File: src/hw/sw_pkg.sv
// shared sizes, scoring constants and types for the smith-waterman engine; import into each module
package sw_pkg;

    localparam int REF_MAX_LENGTH  = 16;
    localparam int READ_MAX_LENGTH = 8;
    localparam int SCORE_BITWIDTH  = 10;

    localparam int COL_W   = $clog2(REF_MAX_LENGTH);
    localparam int ROW_W   = $clog2(READ_MAX_LENGTH);
    // must hold ref_len + read_len
    localparam int STEP_W  = $clog2(REF_MAX_LENGTH + READ_MAX_LENGTH + 1);

    typedef logic [1:0]                        base_t;
    typedef logic signed [SCORE_BITWIDTH-1:0]  score_t;
    // first base sits in the top bit pair
    typedef logic [2*REF_MAX_LENGTH-1:0]       ref_seq_t;
    typedef logic [2*READ_MAX_LENGTH-1:0]      read_seq_t;
    typedef logic [COL_W:0]                    ref_len_t;
    typedef logic [ROW_W:0]                    read_len_t;
    typedef logic [COL_W-1:0]                  col_t;
    typedef logic [ROW_W-1:0]                  row_t;
    typedef logic [STEP_W-1:0]                 step_t;

    // substitution and affine gap scores
    localparam score_t MATCH_SCORE    = score_t'(2);
    localparam score_t MISMATCH_SCORE = score_t'(-1);
    localparam score_t GAP_OPEN       = score_t'(-2);
    localparam score_t GAP_EXTEND     = score_t'(-1);

    typedef enum logic [2:0] {
        IDLE,
        LOAD,
        CALC,
        SCAN,
        DONE
    } ctrl_state_t;

endpackage

File: src/hw/sw_pe.sv
// one systolic cell; scores one read row against the passing reference bases
`timescale 1ns/1ps

module sw_pe import sw_pkg::*; (
    input  logic    clk,
    input  logic    rst,
    input  base_t   i_base,
    input  base_t   i_read_base,
    input  logic    i_base_valid,
    input  logic    i_row_active,
    input  logic    i_clear,
    input  col_t    i_col,
    input  score_t  i_h_top,
    input  score_t  i_h_diag,
    input  score_t  i_e_top,
    output score_t  o_h,
    output score_t  o_h_prev,
    output score_t  o_e,
    output base_t   o_base,
    output logic    o_base_valid,
    output logic    o_cell_valid,
    output col_t    o_col
);

    score_t f_q;
    score_t sub_score;
    score_t e_new;
    score_t f_new;
    score_t h_new;

    function automatic score_t smax(score_t a, score_t b);
        return (b > a) ? b : a;
    endfunction

    // left neighbour of this cell is this row's own previous result
    always_comb begin
        sub_score = (i_base == i_read_base) ? MATCH_SCORE : MISMATCH_SCORE;
        e_new     = smax(smax(i_h_top + GAP_OPEN, i_e_top + GAP_EXTEND), '0);
        f_new     = smax(smax(o_h + GAP_OPEN, f_q + GAP_EXTEND), '0);
        h_new     = smax(smax(i_h_diag + sub_score, e_new), f_new);
    end

    always_ff @(posedge clk or posedge rst) begin
        if (rst) begin
            o_base_valid <= 1'b0;
            o_cell_valid <= 1'b0;
        end else if (i_clear) begin
            // flush stale bases still travelling down from the last job
            o_base_valid <= 1'b0;
            o_cell_valid <= 1'b0;
        end else begin
            o_base_valid <= i_base_valid;
            o_cell_valid <= i_base_valid && i_row_active;
        end
    end

    always_ff @(posedge clk) begin
        o_base <= i_base;
        o_col  <= i_col;
        if (i_clear) begin
            o_h      <= '0;
            o_h_prev <= '0;
            o_e      <= '0;
            f_q      <= '0;
        end else if (i_base_valid) begin
            o_h      <= h_new;
            o_h_prev <= o_h;
            o_e      <= e_new;
            f_q      <= f_new;
        end
    end

endmodule

File: src/hw/sw_pe_array.sv
// read store plus a chain of cells, one per read base; cells on one anti-diagonal run together
`timescale 1ns/1ps

module sw_pe_array import sw_pkg::*; (
    input  logic       clk,
    input  logic       rst,
    input  logic       i_load,
    input  read_seq_t  i_read_seq,
    input  read_len_t  i_read_len,
    input  base_t      i_base,
    input  logic       i_base_valid,
    input  col_t       i_col,
    output score_t     o_score      [READ_MAX_LENGTH],
    output logic       o_cell_valid [READ_MAX_LENGTH],
    output col_t       o_col        [READ_MAX_LENGTH]
);

    read_seq_t read_q;

    score_t h_prev       [READ_MAX_LENGTH];
    score_t e_q          [READ_MAX_LENGTH];
    base_t  base_q       [READ_MAX_LENGTH];
    logic   base_valid_q [READ_MAX_LENGTH];

    score_t h_top_in     [READ_MAX_LENGTH];
    score_t h_diag_in    [READ_MAX_LENGTH];
    score_t e_top_in     [READ_MAX_LENGTH];
    base_t  base_in      [READ_MAX_LENGTH];
    logic   valid_in     [READ_MAX_LENGTH];
    col_t   col_in       [READ_MAX_LENGTH];
    logic   row_active   [READ_MAX_LENGTH];

    always_ff @(posedge clk) begin
        if (i_load) begin
            read_q <= i_read_seq;
        end
    end

    genvar r;
    generate
        for (r = 0; r < READ_MAX_LENGTH; r++) begin : g_row
            if (r == 0) begin : g_head
                // matrix border above row 0
                assign h_top_in[r]  = '0;
                assign h_diag_in[r] = '0;
                assign e_top_in[r]  = '0;
                assign base_in[r]   = i_base;
                assign valid_in[r]  = i_base_valid;
                assign col_in[r]    = i_col;
            end else begin : g_link
                assign h_top_in[r]  = o_score[r-1];
                assign h_diag_in[r] = h_prev[r-1];
                assign e_top_in[r]  = e_q[r-1];
                assign base_in[r]   = base_q[r-1];
                assign valid_in[r]  = base_valid_q[r-1];
                assign col_in[r]    = o_col[r-1];
            end

            assign row_active[r] = read_len_t'(r) < i_read_len;

            sw_pe u_pe (
                .clk          (clk),
                .rst          (rst),
                .i_base       (base_in[r]),
                .i_read_base  (read_q[2*READ_MAX_LENGTH-1-2*r -: 2]),
                .i_base_valid (valid_in[r]),
                .i_row_active (row_active[r]),
                .i_clear      (i_load),
                .i_col        (col_in[r]),
                .i_h_top      (h_top_in[r]),
                .i_h_diag     (h_diag_in[r]),
                .i_e_top      (e_top_in[r]),
                .o_h          (o_score[r]),
                .o_h_prev     (h_prev[r]),
                .o_e          (e_q[r]),
                .o_base       (base_q[r]),
                .o_base_valid (base_valid_q[r]),
                .o_cell_valid (o_cell_valid[r]),
                .o_col        (o_col[r])
            );
        end
    endgenerate

endmodule

File: src/hw/ref_feeder.sv
// reference store; shifts out one base per feed cycle into the top row of the array
`timescale 1ns/1ps

module ref_feeder import sw_pkg::*; (
    input  logic      clk,
    input  logic      rst,
    input  logic      i_load,
    input  logic      i_feed,
    input  ref_seq_t  i_ref_seq,
    input  ref_len_t  i_ref_len,
    output base_t     o_base,
    output logic      o_base_valid,
    output col_t      o_col
);

    ref_seq_t ref_sr;
    ref_len_t ref_len_q;
    ref_len_t sent;

    assign o_base       = ref_sr[2*REF_MAX_LENGTH-1 -: 2];
    assign o_base_valid = i_feed && (sent < ref_len_q);
    assign o_col        = col_t'(sent);

    always_ff @(posedge clk or posedge rst) begin
        if (rst) begin
            sent      <= '0;
            ref_len_q <= '0;
        end else if (i_load) begin
            sent      <= '0;
            ref_len_q <= i_ref_len;
        end else if (o_base_valid) begin
            sent <= sent + 1'b1;
        end
    end

    always_ff @(posedge clk) begin
        if (i_load) begin
            ref_sr <= i_ref_seq;
        end else if (o_base_valid) begin
            ref_sr <= ref_sr << 2;
        end
    end

endmodule

File: src/hw/best_cell_select.sv
// keeps each row's best score, then scans the rows in order for the overall best cell
`timescale 1ns/1ps

module best_cell_select import sw_pkg::*; (
    input  logic       clk,
    input  logic       rst,
    input  logic       i_clear,
    input  logic       i_scan_start,
    input  read_len_t  i_read_len,
    input  score_t     i_score      [READ_MAX_LENGTH],
    input  logic       i_cell_valid [READ_MAX_LENGTH],
    input  col_t       i_col        [READ_MAX_LENGTH],
    output logic       o_scan_done,
    output score_t     o_score,
    output row_t       o_row,
    output col_t       o_col
);

    score_t    row_max [READ_MAX_LENGTH];
    col_t      row_col [READ_MAX_LENGTH];
    logic      scanning;
    row_t      scan_row;
    read_len_t last_row;

    assign last_row = i_read_len - 1'b1;

    // strict compare keeps the first column that reached the maximum
    always_ff @(posedge clk) begin
        for (int r = 0; r < READ_MAX_LENGTH; r++) begin
            if (i_clear) begin
                row_max[r] <= '0;
                row_col[r] <= '0;
            end else if (i_cell_valid[r] && (i_score[r] > row_max[r])) begin
                row_max[r] <= i_score[r];
                row_col[r] <= i_col[r];
            end
        end
    end

    always_ff @(posedge clk or posedge rst) begin
        if (rst) begin
            scanning    <= 1'b0;
            scan_row    <= '0;
            o_scan_done <= 1'b0;
            o_score     <= '0;
            o_row       <= '0;
            o_col       <= '0;
        end else begin
            o_scan_done <= 1'b0;
            if (i_clear) begin
                scanning <= 1'b0;
                o_score  <= '0;
                o_row    <= '0;
                o_col    <= '0;
            end else if (i_scan_start) begin
                scanning <= 1'b1;
                scan_row <= '0;
            end else if (scanning) begin
                // earlier rows win ties
                if (row_max[scan_row] > o_score) begin
                    o_score <= row_max[scan_row];
                    o_row   <= scan_row;
                    o_col   <= row_col[scan_row];
                end
                if (read_len_t'(scan_row) == last_row) begin
                    scanning    <= 1'b0;
                    o_scan_done <= 1'b1;
                end else begin
                    scan_row <= scan_row + 1'b1;
                end
            end
        end
    end

endmodule

File: src/hw/sw_ctrl.sv
// job sequencer for the alignment engine; steps through load, compute, scan and result hold
`timescale 1ns/1ps

module sw_ctrl import sw_pkg::*; (
    input  logic        clk,
    input  logic        rst,
    input  logic        i_valid,
    input  logic        i_ready,
    input  ref_len_t    i_ref_len,
    input  read_len_t   i_read_len,
    input  logic        scan_done,
    output logic        o_ready,
    output logic        o_valid,
    output logic        o_load,
    output logic        o_feed,
    output logic        o_scan_start,
    output read_len_t   o_read_len
);

    ctrl_state_t state;
    step_t       step;
    step_t       calc_steps;
    ref_len_t    ref_len_q;
    read_len_t   read_len_q;
    logic        calc_last;

    // one anti-diagonal per cycle until the last cell leaves the bottom row
    assign calc_steps = step_t'(ref_len_q) + step_t'(read_len_q);
    assign calc_last  = (state == CALC) && (step == calc_steps - 1'b1);

    assign o_ready    = (state == IDLE);
    assign o_valid    = (state == DONE);
    assign o_load     = o_ready && i_valid;
    assign o_feed     = (state == CALC);
    assign o_read_len = read_len_q;

    always_ff @(posedge clk or posedge rst) begin
        if (rst) begin
            state        <= IDLE;
            step         <= '0;
            ref_len_q    <= '0;
            read_len_q   <= '0;
            o_scan_start <= 1'b0;
        end else begin
            o_scan_start <= calc_last;
            case (state)
                IDLE: begin
                    if (i_valid) begin
                        ref_len_q  <= i_ref_len;
                        read_len_q <= i_read_len;
                        state      <= LOAD;
                    end
                end
                LOAD: begin
                    step  <= '0;
                    state <= CALC;
                end
                CALC: begin
                    if (calc_last) begin
                        state <= SCAN;
                    end else begin
                        step <= step + 1'b1;
                    end
                end
                SCAN: begin
                    if (scan_done) begin
                        state <= DONE;
                    end
                end
                DONE: begin
                    // hold the result until the consumer takes it
                    if (i_ready) begin
                        state <= IDLE;
                    end
                end
                default: state <= IDLE;
            endcase
        end
    end

endmodule

File: src/hw/sw_core.sv
// top of the local-alignment engine; controller, reference feeder, cell array and best-cell pick
`timescale 1ns/1ps

module sw_core import sw_pkg::*; (
    input  logic       clk,
    input  logic       rst,
    input  logic       i_valid,
    input  logic       i_ready,
    input  ref_seq_t   i_ref_seq,
    input  read_seq_t  i_read_seq,
    input  ref_len_t   i_ref_len,
    input  read_len_t  i_read_len,
    output logic       o_ready,
    output logic       o_valid,
    output score_t     o_score,
    output row_t       o_row,
    output col_t       o_col
);

    logic      load;
    logic      feed;
    logic      scan_start;
    logic      scan_done;
    read_len_t read_len;

    base_t     ref_base;
    logic      ref_base_valid;
    col_t      ref_col;

    score_t    cell_score [READ_MAX_LENGTH];
    logic      cell_valid [READ_MAX_LENGTH];
    col_t      cell_col   [READ_MAX_LENGTH];

    sw_ctrl u_ctrl (
        .clk          (clk),
        .rst          (rst),
        .i_valid      (i_valid),
        .i_ready      (i_ready),
        .i_ref_len    (i_ref_len),
        .i_read_len   (i_read_len),
        .scan_done    (scan_done),
        .o_ready      (o_ready),
        .o_valid      (o_valid),
        .o_load       (load),
        .o_feed       (feed),
        .o_scan_start (scan_start),
        .o_read_len   (read_len)
    );

    ref_feeder u_ref_feeder (
        .clk          (clk),
        .rst          (rst),
        .i_load       (load),
        .i_feed       (feed),
        .i_ref_seq    (i_ref_seq),
        .i_ref_len    (i_ref_len),
        .o_base       (ref_base),
        .o_base_valid (ref_base_valid),
        .o_col        (ref_col)
    );

    sw_pe_array u_pe_array (
        .clk          (clk),
        .rst          (rst),
        .i_load       (load),
        .i_read_seq   (i_read_seq),
        .i_read_len   (read_len),
        .i_base       (ref_base),
        .i_base_valid (ref_base_valid),
        .i_col        (ref_col),
        .o_score      (cell_score),
        .o_cell_valid (cell_valid),
        .o_col        (cell_col)
    );

    best_cell_select u_best (
        .clk          (clk),
        .rst          (rst),
        .i_clear      (load),
        .i_scan_start (scan_start),
        .i_read_len   (read_len),
        .i_score      (cell_score),
        .i_cell_valid (cell_valid),
        .i_col        (cell_col),
        .o_scan_done  (scan_done),
        .o_score      (o_score),
        .o_row        (o_row),
        .o_col        (o_col)
    );

endmodule

File: config.mk
export PLATFORM = sky130hd
export DESIGN_NAME = sw_core
export DESIGN_NICKNAME = d
export VERILOG_FILES = /design/src/hw/sw_pkg.sv /design/src/hw/sw_pe.sv /design/src/hw/sw_pe_array.sv /design/src/hw/ref_feeder.sv /design/src/hw/best_cell_select.sv /design/src/hw/sw_ctrl.sv /design/src/hw/sw_core.sv
export SDC_FILE = /design/constraint.sdc
export NUM_CORES = 2
export LEC_CHECK = 0
export BUFFER_PORTS_ARGS = -buffer_cell sky130_fd_sc_hd__buf_2
export CAP_MARGIN = 20
export CORE_MARGIN = 4
export CORE_UTILIZATION = 65
export CTS_BUF_LIST = sky130_fd_sc_hd__clkbuf_4 sky130_fd_sc_hd__clkbuf_8
export DETAILED_ROUTE_END_ITERATION = 7
export GPL_TIMING_DRIVEN = 0
export PLACE_DENSITY_LB_ADDON = 0.15
export SLEW_MARGIN = 20
export SYNTH_ARGS = -nofsm -noshare
export SYNTH_HDL_FRONTEND = slang
export SYNTH_SLANG_ARGS = --single-unit
File: constraint.sdc
create_clock -name clk -period 16.8 [get_ports clk]
set_input_delay 0.84 -clock clk [delete_from_list [all_inputs] [get_ports clk]]
set_output_delay 0.84 -clock clk [all_outputs]
set_load 0.02 [all_outputs]
Word-level counts from Yosys, hierarchy flattened:

Memory sizes are Yosys's and may differ from the RTL's.
Index checks and enable logic that the tools add are counted.

* flip-flop bits (word level): 449
* latch bits: 0
* bits in writable memories: 112
* memory bits (read-only): 0
* input port bits: 61
* output and inout port bits: 19
* word-level logic and storage cells: 388
* memories kept: 2

* add/subtract/negate cells: 35
* multiply operators: 0
* div/mod/pow operators: 0
* magnitude comparators: 64
* equality and inequality tests: 21
* shifts and indexed selects: 0
* multiplexer cells: 145
* bitwise operators: 17
* reduce and logical (&&, ||, !) cells: 30

Memories
* u_best.row_max: words 8, bits a word 10, read ports 9, clocked after Yosys merged registers in 0, wr ports 8, line best_cell_select.sv:19 `score_t row_max [READ_MAX_LENGTH];`
* u_best.row_col: words 8, bits a word 4, read ports 1, clocked after Yosys merged registers in 0, wr ports 8, line best_cell_select.sv:20 `col_t row_col [READ_MAX_LENGTH];`

Operators by type and width (count)
* $mux 10: 66
* $gt 10x10->1: 38
* $gt 1x10->1 const A: 17
* $add 10x1->10 const B: 14
* $add 10x2->10 const B: 8
* $add 10x10->10: 7
* $mux 32: 2
* $mux 1: 49
* $mux 4: 12
* $mux 3: 11
* $logic_and 1x1->1: 19
* $eq 2x2->1: 8
* $lt 3x4->1 const A: 4
* $or 1x1->1: 16
* $mux 5: 3
* $pmux 3 s5: 1
* $ne 2x2->1 const B: 6
* $add 5x1->5 const B: 2
* $pmux 5 s2: 1
* $reduce_bool 2->1: 5
* $lt 1x4->1 const A: 2
* $lt 2x4->1 const A: 2
* $eq 3x2->1 const B: 2
* $reduce_and 3->1: 2
* other kinds (14): 15

Logic depth before layout (Yosys ltp):

* depth after elaboration: 9
* gate-level depth with buffers: 43
* gate-level depth less buffers: 39

Cells and area by module:

From an unflattened synthesis, not the netlist that was laid out.

* cell total of the unflattened synthesis: 4891
* area, all modules: 44866.8 sq um

Modules (own cells, without submodules)
* sw_pe (u_pe_array.g_row[0].u_pe ...): instances 5, cells each 486, area each 4070.2 sq um, seq. area each 970.9 sq um
* best_cell_select: instances 1, cells each 747, area each 8987.4 sq um, seq. area each 3913.8 sq um
* sw_pe (u_pe_array.g_row[7].u_pe): instances 1, cells each 488, area each 4040.1 sq um, seq. area each 970.9 sq um
* sw_pe (u_pe_array.g_row[2].u_pe): instances 1, cells each 488, area each 3966.3 sq um, seq. area each 970.9 sq um
* sw_pe (u_pe_array.g_row[1].u_pe): instances 1, cells each 476, area each 3947.5 sq um, seq. area each 970.9 sq um
* ref_feeder: instances 1, cells each 129, area each 1938.1 sq um, seq. area each 1211.2 sq um
* sw_ctrl: instances 1, cells each 108, area each 1093.5 sq um, seq. area each 450.4 sq um
* sw_pe_array: instances 1, cells each 25, area each 543.0 sq um, seq. area each 480.5 sq um

Worst setup path after synthesis:

No wires, ideal clock.

* kind: reg2reg
* start point: register u_pe_array.g_row[4].u_pe.o_e[3]
* end point: register u_pe_array.g_row[5].u_pe.o_h[9]
* library setup time: 0.070 ns
* data arrival time: 8.190 ns
* data required time: 16.730 ns
* path slack: 8.539 ns
* stages on the path, launching flop included: 37
* buffers on the path: 2
* period minus slack after synthesis: 8.261 ns
* cell sequence: dfxtp_1 or4_4 or4_1 nor3_1 xor2_1 ha_1 a31o_2 a21oi_1 o21ai_0 maj3_1 o31ai_4 nor2_1 a21oi_1 clkbuf_1 nor2_1 ha_1 and4_1 a21oi_1 o311ai_1 a41o_1 a31oi_1 mux2i_1 buf_6 mux2i_1 ha_1 nor2b_1 o21a_1 o21a_1 o21a_1 o21a_1 o21a_1 o21a_1 o21ai_0 a21oi_1 a21oi_1 or4b_1 a21oi_1

* longest elaborated chain between the ends: 9

Ends and longest elaborated chain
* start: declaration: line sw_pe.sv:18 `output score_t o_e,`
* start signal: assignment: line sw_pe.sv:68 `o_e <= e_new;`
* $add 10x1->10 (*): line sw_pe.sv:38 `e_new = smax(smax(i_h_top + GAP_OPEN, i_e_top + GAP_EXTEND), '0);`
* $gt 10x10->1: line sw_pe.sv:32 `return (b > a) ? b : a;`
* $mux 10 (*): line sw_pe.sv:32
* $gt 1x10->1: line sw_pe.sv:32
* $mux 10 (*): line sw_pe.sv:32
* via u_pe_array.g_row[5].u_pe.e_new[8]: line sw_pe.sv:27 `score_t e_new;`
* $gt 10x10->1: line sw_pe.sv:32
* $mux 10 (*): line sw_pe.sv:32
* $gt 10x10->1: line sw_pe.sv:32
* $mux 10 (*): line sw_pe.sv:32
* end signal: assignment: line sw_pe.sv:66 `o_h <= h_new;`
* end: declaration: line sw_pe.sv:16 `output score_t o_h,`

Mark *: on every way through the listed nets, which the timed path passes. The rest lies on a longest branch.
A chain may end at the register's enable or synchronous reset.

Worst setup path in the final report:

* start point: register u_pe_array.g_row[4].u_pe.o_h[1]
* end point: register u_pe_array.g_row[5].u_pe.o_h[9]

* longest elaborated chain between the ends: 9

Ends and longest elaborated chain (line)
* start: declaration: sw_pe.sv:16
* start signal: assignment: sw_pe.sv:66
* $add 10x2->10 (*): sw_pe.sv:38
* $gt 10x10->1: sw_pe.sv:32
* $mux 10 (*): sw_pe.sv:32
* $gt 1x10->1: sw_pe.sv:32
* $mux 10 (*): sw_pe.sv:32
* via u_pe_array.g_row[5].u_pe.e_new[8]: sw_pe.sv:27
* $gt 10x10->1: sw_pe.sv:32
* $mux 10 (*): sw_pe.sv:32
* $gt 10x10->1: sw_pe.sv:32
* $mux 10 (*): sw_pe.sv:32

Marked as above.

==> out/results.tsv <==
stage	metric	value	unit
outcome	run status	finished clean	
yosys	Post-synth EDFFs	160	
sta	RSZ-0062 raised after global routing	false	
clock_network	worst-case clock buffer depth	3	
layout	area grow syn2layout	9.18	%
route	Iteration-0 DRC Markers	2888	
layout	FILL cells	4556	
worst_setup_path	Critical path buffers and inverters	4	
global_routing	largest net degree at the start of global routing	43	
clock_network	Clk pin slew, worst setup/hold paths	70	ps
yosys	Post-Synth Adder-Cell Area	15.0	%
sta	setup TNS	0	ps
placement	dpl cells	5140	
worst_setup_path	required time worst endpoint	17410	ps
placement	Place WS	7130	ps
clock_network	CTS resizes	0	
clock_network	hold buffer count at cts	0	
sta	crit path time final	9900	ps
die	cell row count	88	
yosys	post-synthesis simple-gate area fraction	18.1	%
flow_run	Max-cap violations	0	
route	# DRC	0	
yosys	Syn Area/Cell	8.98	sq um
layout	Total Nets Final	4982	
route	WL final	106000	microns
yosys	Yosys Warn Count	0	
clock_network	CTS Buf Count	91	
global_routing	total global-route track usage	32.7	%
clock_network	clk sink count	556	
worst_setup_path	CP Data Arrival Time	10500	ps
global_routing	total congestion overflow	0	
yosys	ys flop type	dfxtp_1	
die	Die Span X	251	microns
route	per-cell routed wire length	19.9	microns
sta	Slew HR	21.4	%
worst_hold_path	Hold Path Class	in2async	
worst_setup_path	Worst path slowest cell	or4b_1	
yosys	synthesized instance count	4281	
placement	gpl congestion	0.944	
sta	Setup WS post-layout	6900	ps
layout	final core utilization	72.2	%
yosys	xor-xnor portion of the synthesized cell area	6.23	%
sta	Slew Viols, Final	0	
layout	share of cells above drive strength 1	8.38	%
global_routing	first-pass GRT wire length	167000	microns
route	Via Count	32400	
clock_network	root buf cell	clkbuf_8	
clock_network	H-tree depth	3	
route	vias per cell	6.09	
clock_network	Clock Latency Late Sink	700	ps
layout	final non-filler cell total	5315	
yosys	#FFs+latches synth	556	
worst_setup_path	Startpoint Class	flip-flop	
placement	detailed placement HPWL	81300	microns
die	core area	58100	sq um
global_routing	vias in the first global route	31000	
die	initial core utilization	66.2	%
placement	PortBufs	79	
sta	Final Hold Vio Count	0	
sta	pin slew with the least headroom to its limit	1180	ps
route	DR pass1 iterations	6	
yosys	sequential area share after synthesis	33.9	%
sta	f_max	0.101	GHz
die	Die Height	251	microns
worst_setup_path	critical path capture point type	flip-flop	
yosys	post-synthesis compound-gate area fraction	14.3	%
worst_setup_path	worst-path maximum fanout	10	
sta	Setup Viol. Count Final	0	
clock_network	TritonCTS clock tree	yes	
route	post-route ant nets	0	
yosys	mux cell area share after synthesis	7.59	%
die	Die Area	63100	sq um
worst_setup_path	CP delay by family, top	compound AO/OA/AOI/OAI gates	
yosys	asr flop ratio synth	10.8	%
yosys	largest family of logic cells by synthesized area	simple AND/OR/NAND/NOR gates	
yosys	Netlist Area Pre-Place	38500	sq um
yosys	library cells used by synthesis	89	
sta	Fin Clk Skew	31.1	ps
clock_network	postcts setup bufs	0	
worst_setup_path	slowest cell delay on critical path	550	ps
worst_setup_path	Setup CP Type	reg2reg	
sta	post-route clock period utilization	58.9	%
global_routing	initial antenna violation count	5	
die	# IOs	80	
[worst reg2reg max path: cells and delay by family, from the launching register on]
kind	cells	cell delay, ps
buf+inv	4	1150
mux	2	660
flops	1	450
compound gates	19	3760
fa+ha+maj	5	1660
simple gates	7	1570
xor+xnor	1	540
[stage by stage]
| stage | instance area, sq um | hold slack [ps] |
|---|---|---|
| after floorplan | 38500 | 323 |
| after global placement | 39900 | 329 |
| after detailed placement | 39900 | 333 |
| after CTS | 42000 | 78.7 |
| after global routing | 42000 | 94.3 |
| final | 42000 | 110 |
[registers in the layout (all words and copies together) (netlist names)]
register	count
u_best.row_max	80
u_pe_array.g_row.u_pe.f_q	80
u_pe_array.g_row.u_pe.o_h	80
u_pe_array.g_row.u_pe.o_h_prev	70
u_pe_array.g_row.u_pe.o_e	60
u_best.row_col	32
u_pe_array.g_row.u_pe.o_col	32
u_ref_feeder.ref_sr	32
u_pe_array.read_q	16
u_pe_array.g_row.u_pe.o_base	14
u_best.o_score	10
u_pe_array.g_row.u_pe.o_cell_valid	8
u_pe_array.g_row.u_pe.o_base_valid	7
u_ctrl.ref_len_q	5
u_ctrl.step	5
u_ref_feeder.sent	5
u_best.o_col	4
u_ctrl.o_read_len	4
u_best.o_row	3
u_best.scan_row	3
u_ctrl.state	3
u_best.o_scan_done	1
u_best.scanning	1
u_ctrl.o_scan_start	1
[worst paths after layout]
kind                                                          to  slack (ps)  depth (start not counted)                         startpoint
hold / removal                                   u_ctrl.state[0]         110                          2                                rst
min in group clk                            u_pe_array.read_q[1]         320                          1                      i_read_seq[1]
hold reg to reg                u_pe_array.g_row[5].u_pe.o_col[0]         340                          0  u_pe_array.g_row[4].u_pe.o_col[0]
max in group asynchronous  u_pe_array.g_row[5].u_pe.o_base_valid       16130                          3                                rst
setup reg to reg                 u_pe_array.g_row[5].u_pe.o_h[9]        6900                         38    u_pe_array.g_row[4].u_pe.o_h[1]
setup / recovery                 u_pe_array.g_row[5].u_pe.o_h[9]        6900                         38    u_pe_array.g_row[4].u_pe.o_h[1]
[logic make-up after synthesis]
| family | after synthesis |
|---|---|
| buffers and inverters | 493 |
| adders and majority gates | 462 |
| AOI/OAI and AO/OA | 813 |
| xor gates and xnor gates | 272 |
| other | 1 |
| muxes | 250 |
| and+or+nand+nor | 1434 |
| DFF | 556 |
[metal layers]
layer / wire length [microns] / vias up / global-route usage (%)
li1: - / 15600 / -
met1: 44500 / 15400 / 42.9
met2: 49900 / 1120 / 54.8
met4: 4200 / 0 / 12.2
met5: 0 / - / 0
met3: 7260 / 264 / 5.36
[cell usage after synthesis (all sizes together), types with 18 or more instances]
cell / number / share of area [%]
nor2: 466 / 4.5
ha: 452 / 15
dfxtp: 336 / 17
inv: 335 / 3.3
nand2: 279 / 2.7
a21oi: 178 / 2.3
mux2i: 175 / 4.6
edfxtp: 160 / 12
nor3: 146 / 1.9
xnor2: 141 / 3.2
o21ai: 139 / 1.8
o21a: 133 / 2.6
xor2: 130 / 3.0
clkbuf: 123 / 1.2
and2: 102 / 1.7
nor2b: 89 / 1.4
a21o: 76 / 1.5
nand3: 64 / 0.83
nand2b: 61 / 0.99
a211oi: 60 / 1.2
dfrtp: 60 / 3.9
nand4: 56 / 0.91
mux2: 47 / 1.4
buf: 35 / 0.38
a31oi: 32 / 0.54
or3: 31 / 0.50
nor4: 30 / 0.52
or2: 29 / 0.47
mux4: 28 / 1.6
or4: 22 / 0.45
nor3b: 20 / 0.39
o31ai: 18 / 0.39
[cells in the final DEF (no fill, tap or decap), types with 109 or more instances in the layout]
cell type | synthesis | routed
nor2_1 | 466 | 466
clkbuf_1 | 123 | 121
ha_1 | 452 | 452
xnor2_1 | 141 | 141
a21oi_1 | 178 | 178
nor3_1 | 146 | 146
o21ai_0 | 131 | 131
edfxtp_1 | 160 | 160
nand2_1 | 279 | 279
mux2i_1 | 175 | 175
inv_1 | 332 | 330
dfxtp_1 | 336 | 336
xor2_1 | 130 | 130
o21a_1 | 133 | 133
clkbuf_8 | 0 | 109
[cell type report]
class                      instances  area, sq um  area share (%)
inverter                         335         1260            3.00
buffer                           158          613            1.46
antenna                            5         12.5          0.0298
multi-input combinational       3245        23600            56.2
clock inverter                    27          298           0.709
sequential                       556        13000            31.0
timing repair buffer              81          450            1.07
clock buffer                     143         1760            4.18
tap                              765          957            2.28
Power is left out: the tool's default activity adds up to more than one toggle a clock period on the data nets, which glitch-free logic cannot reach.
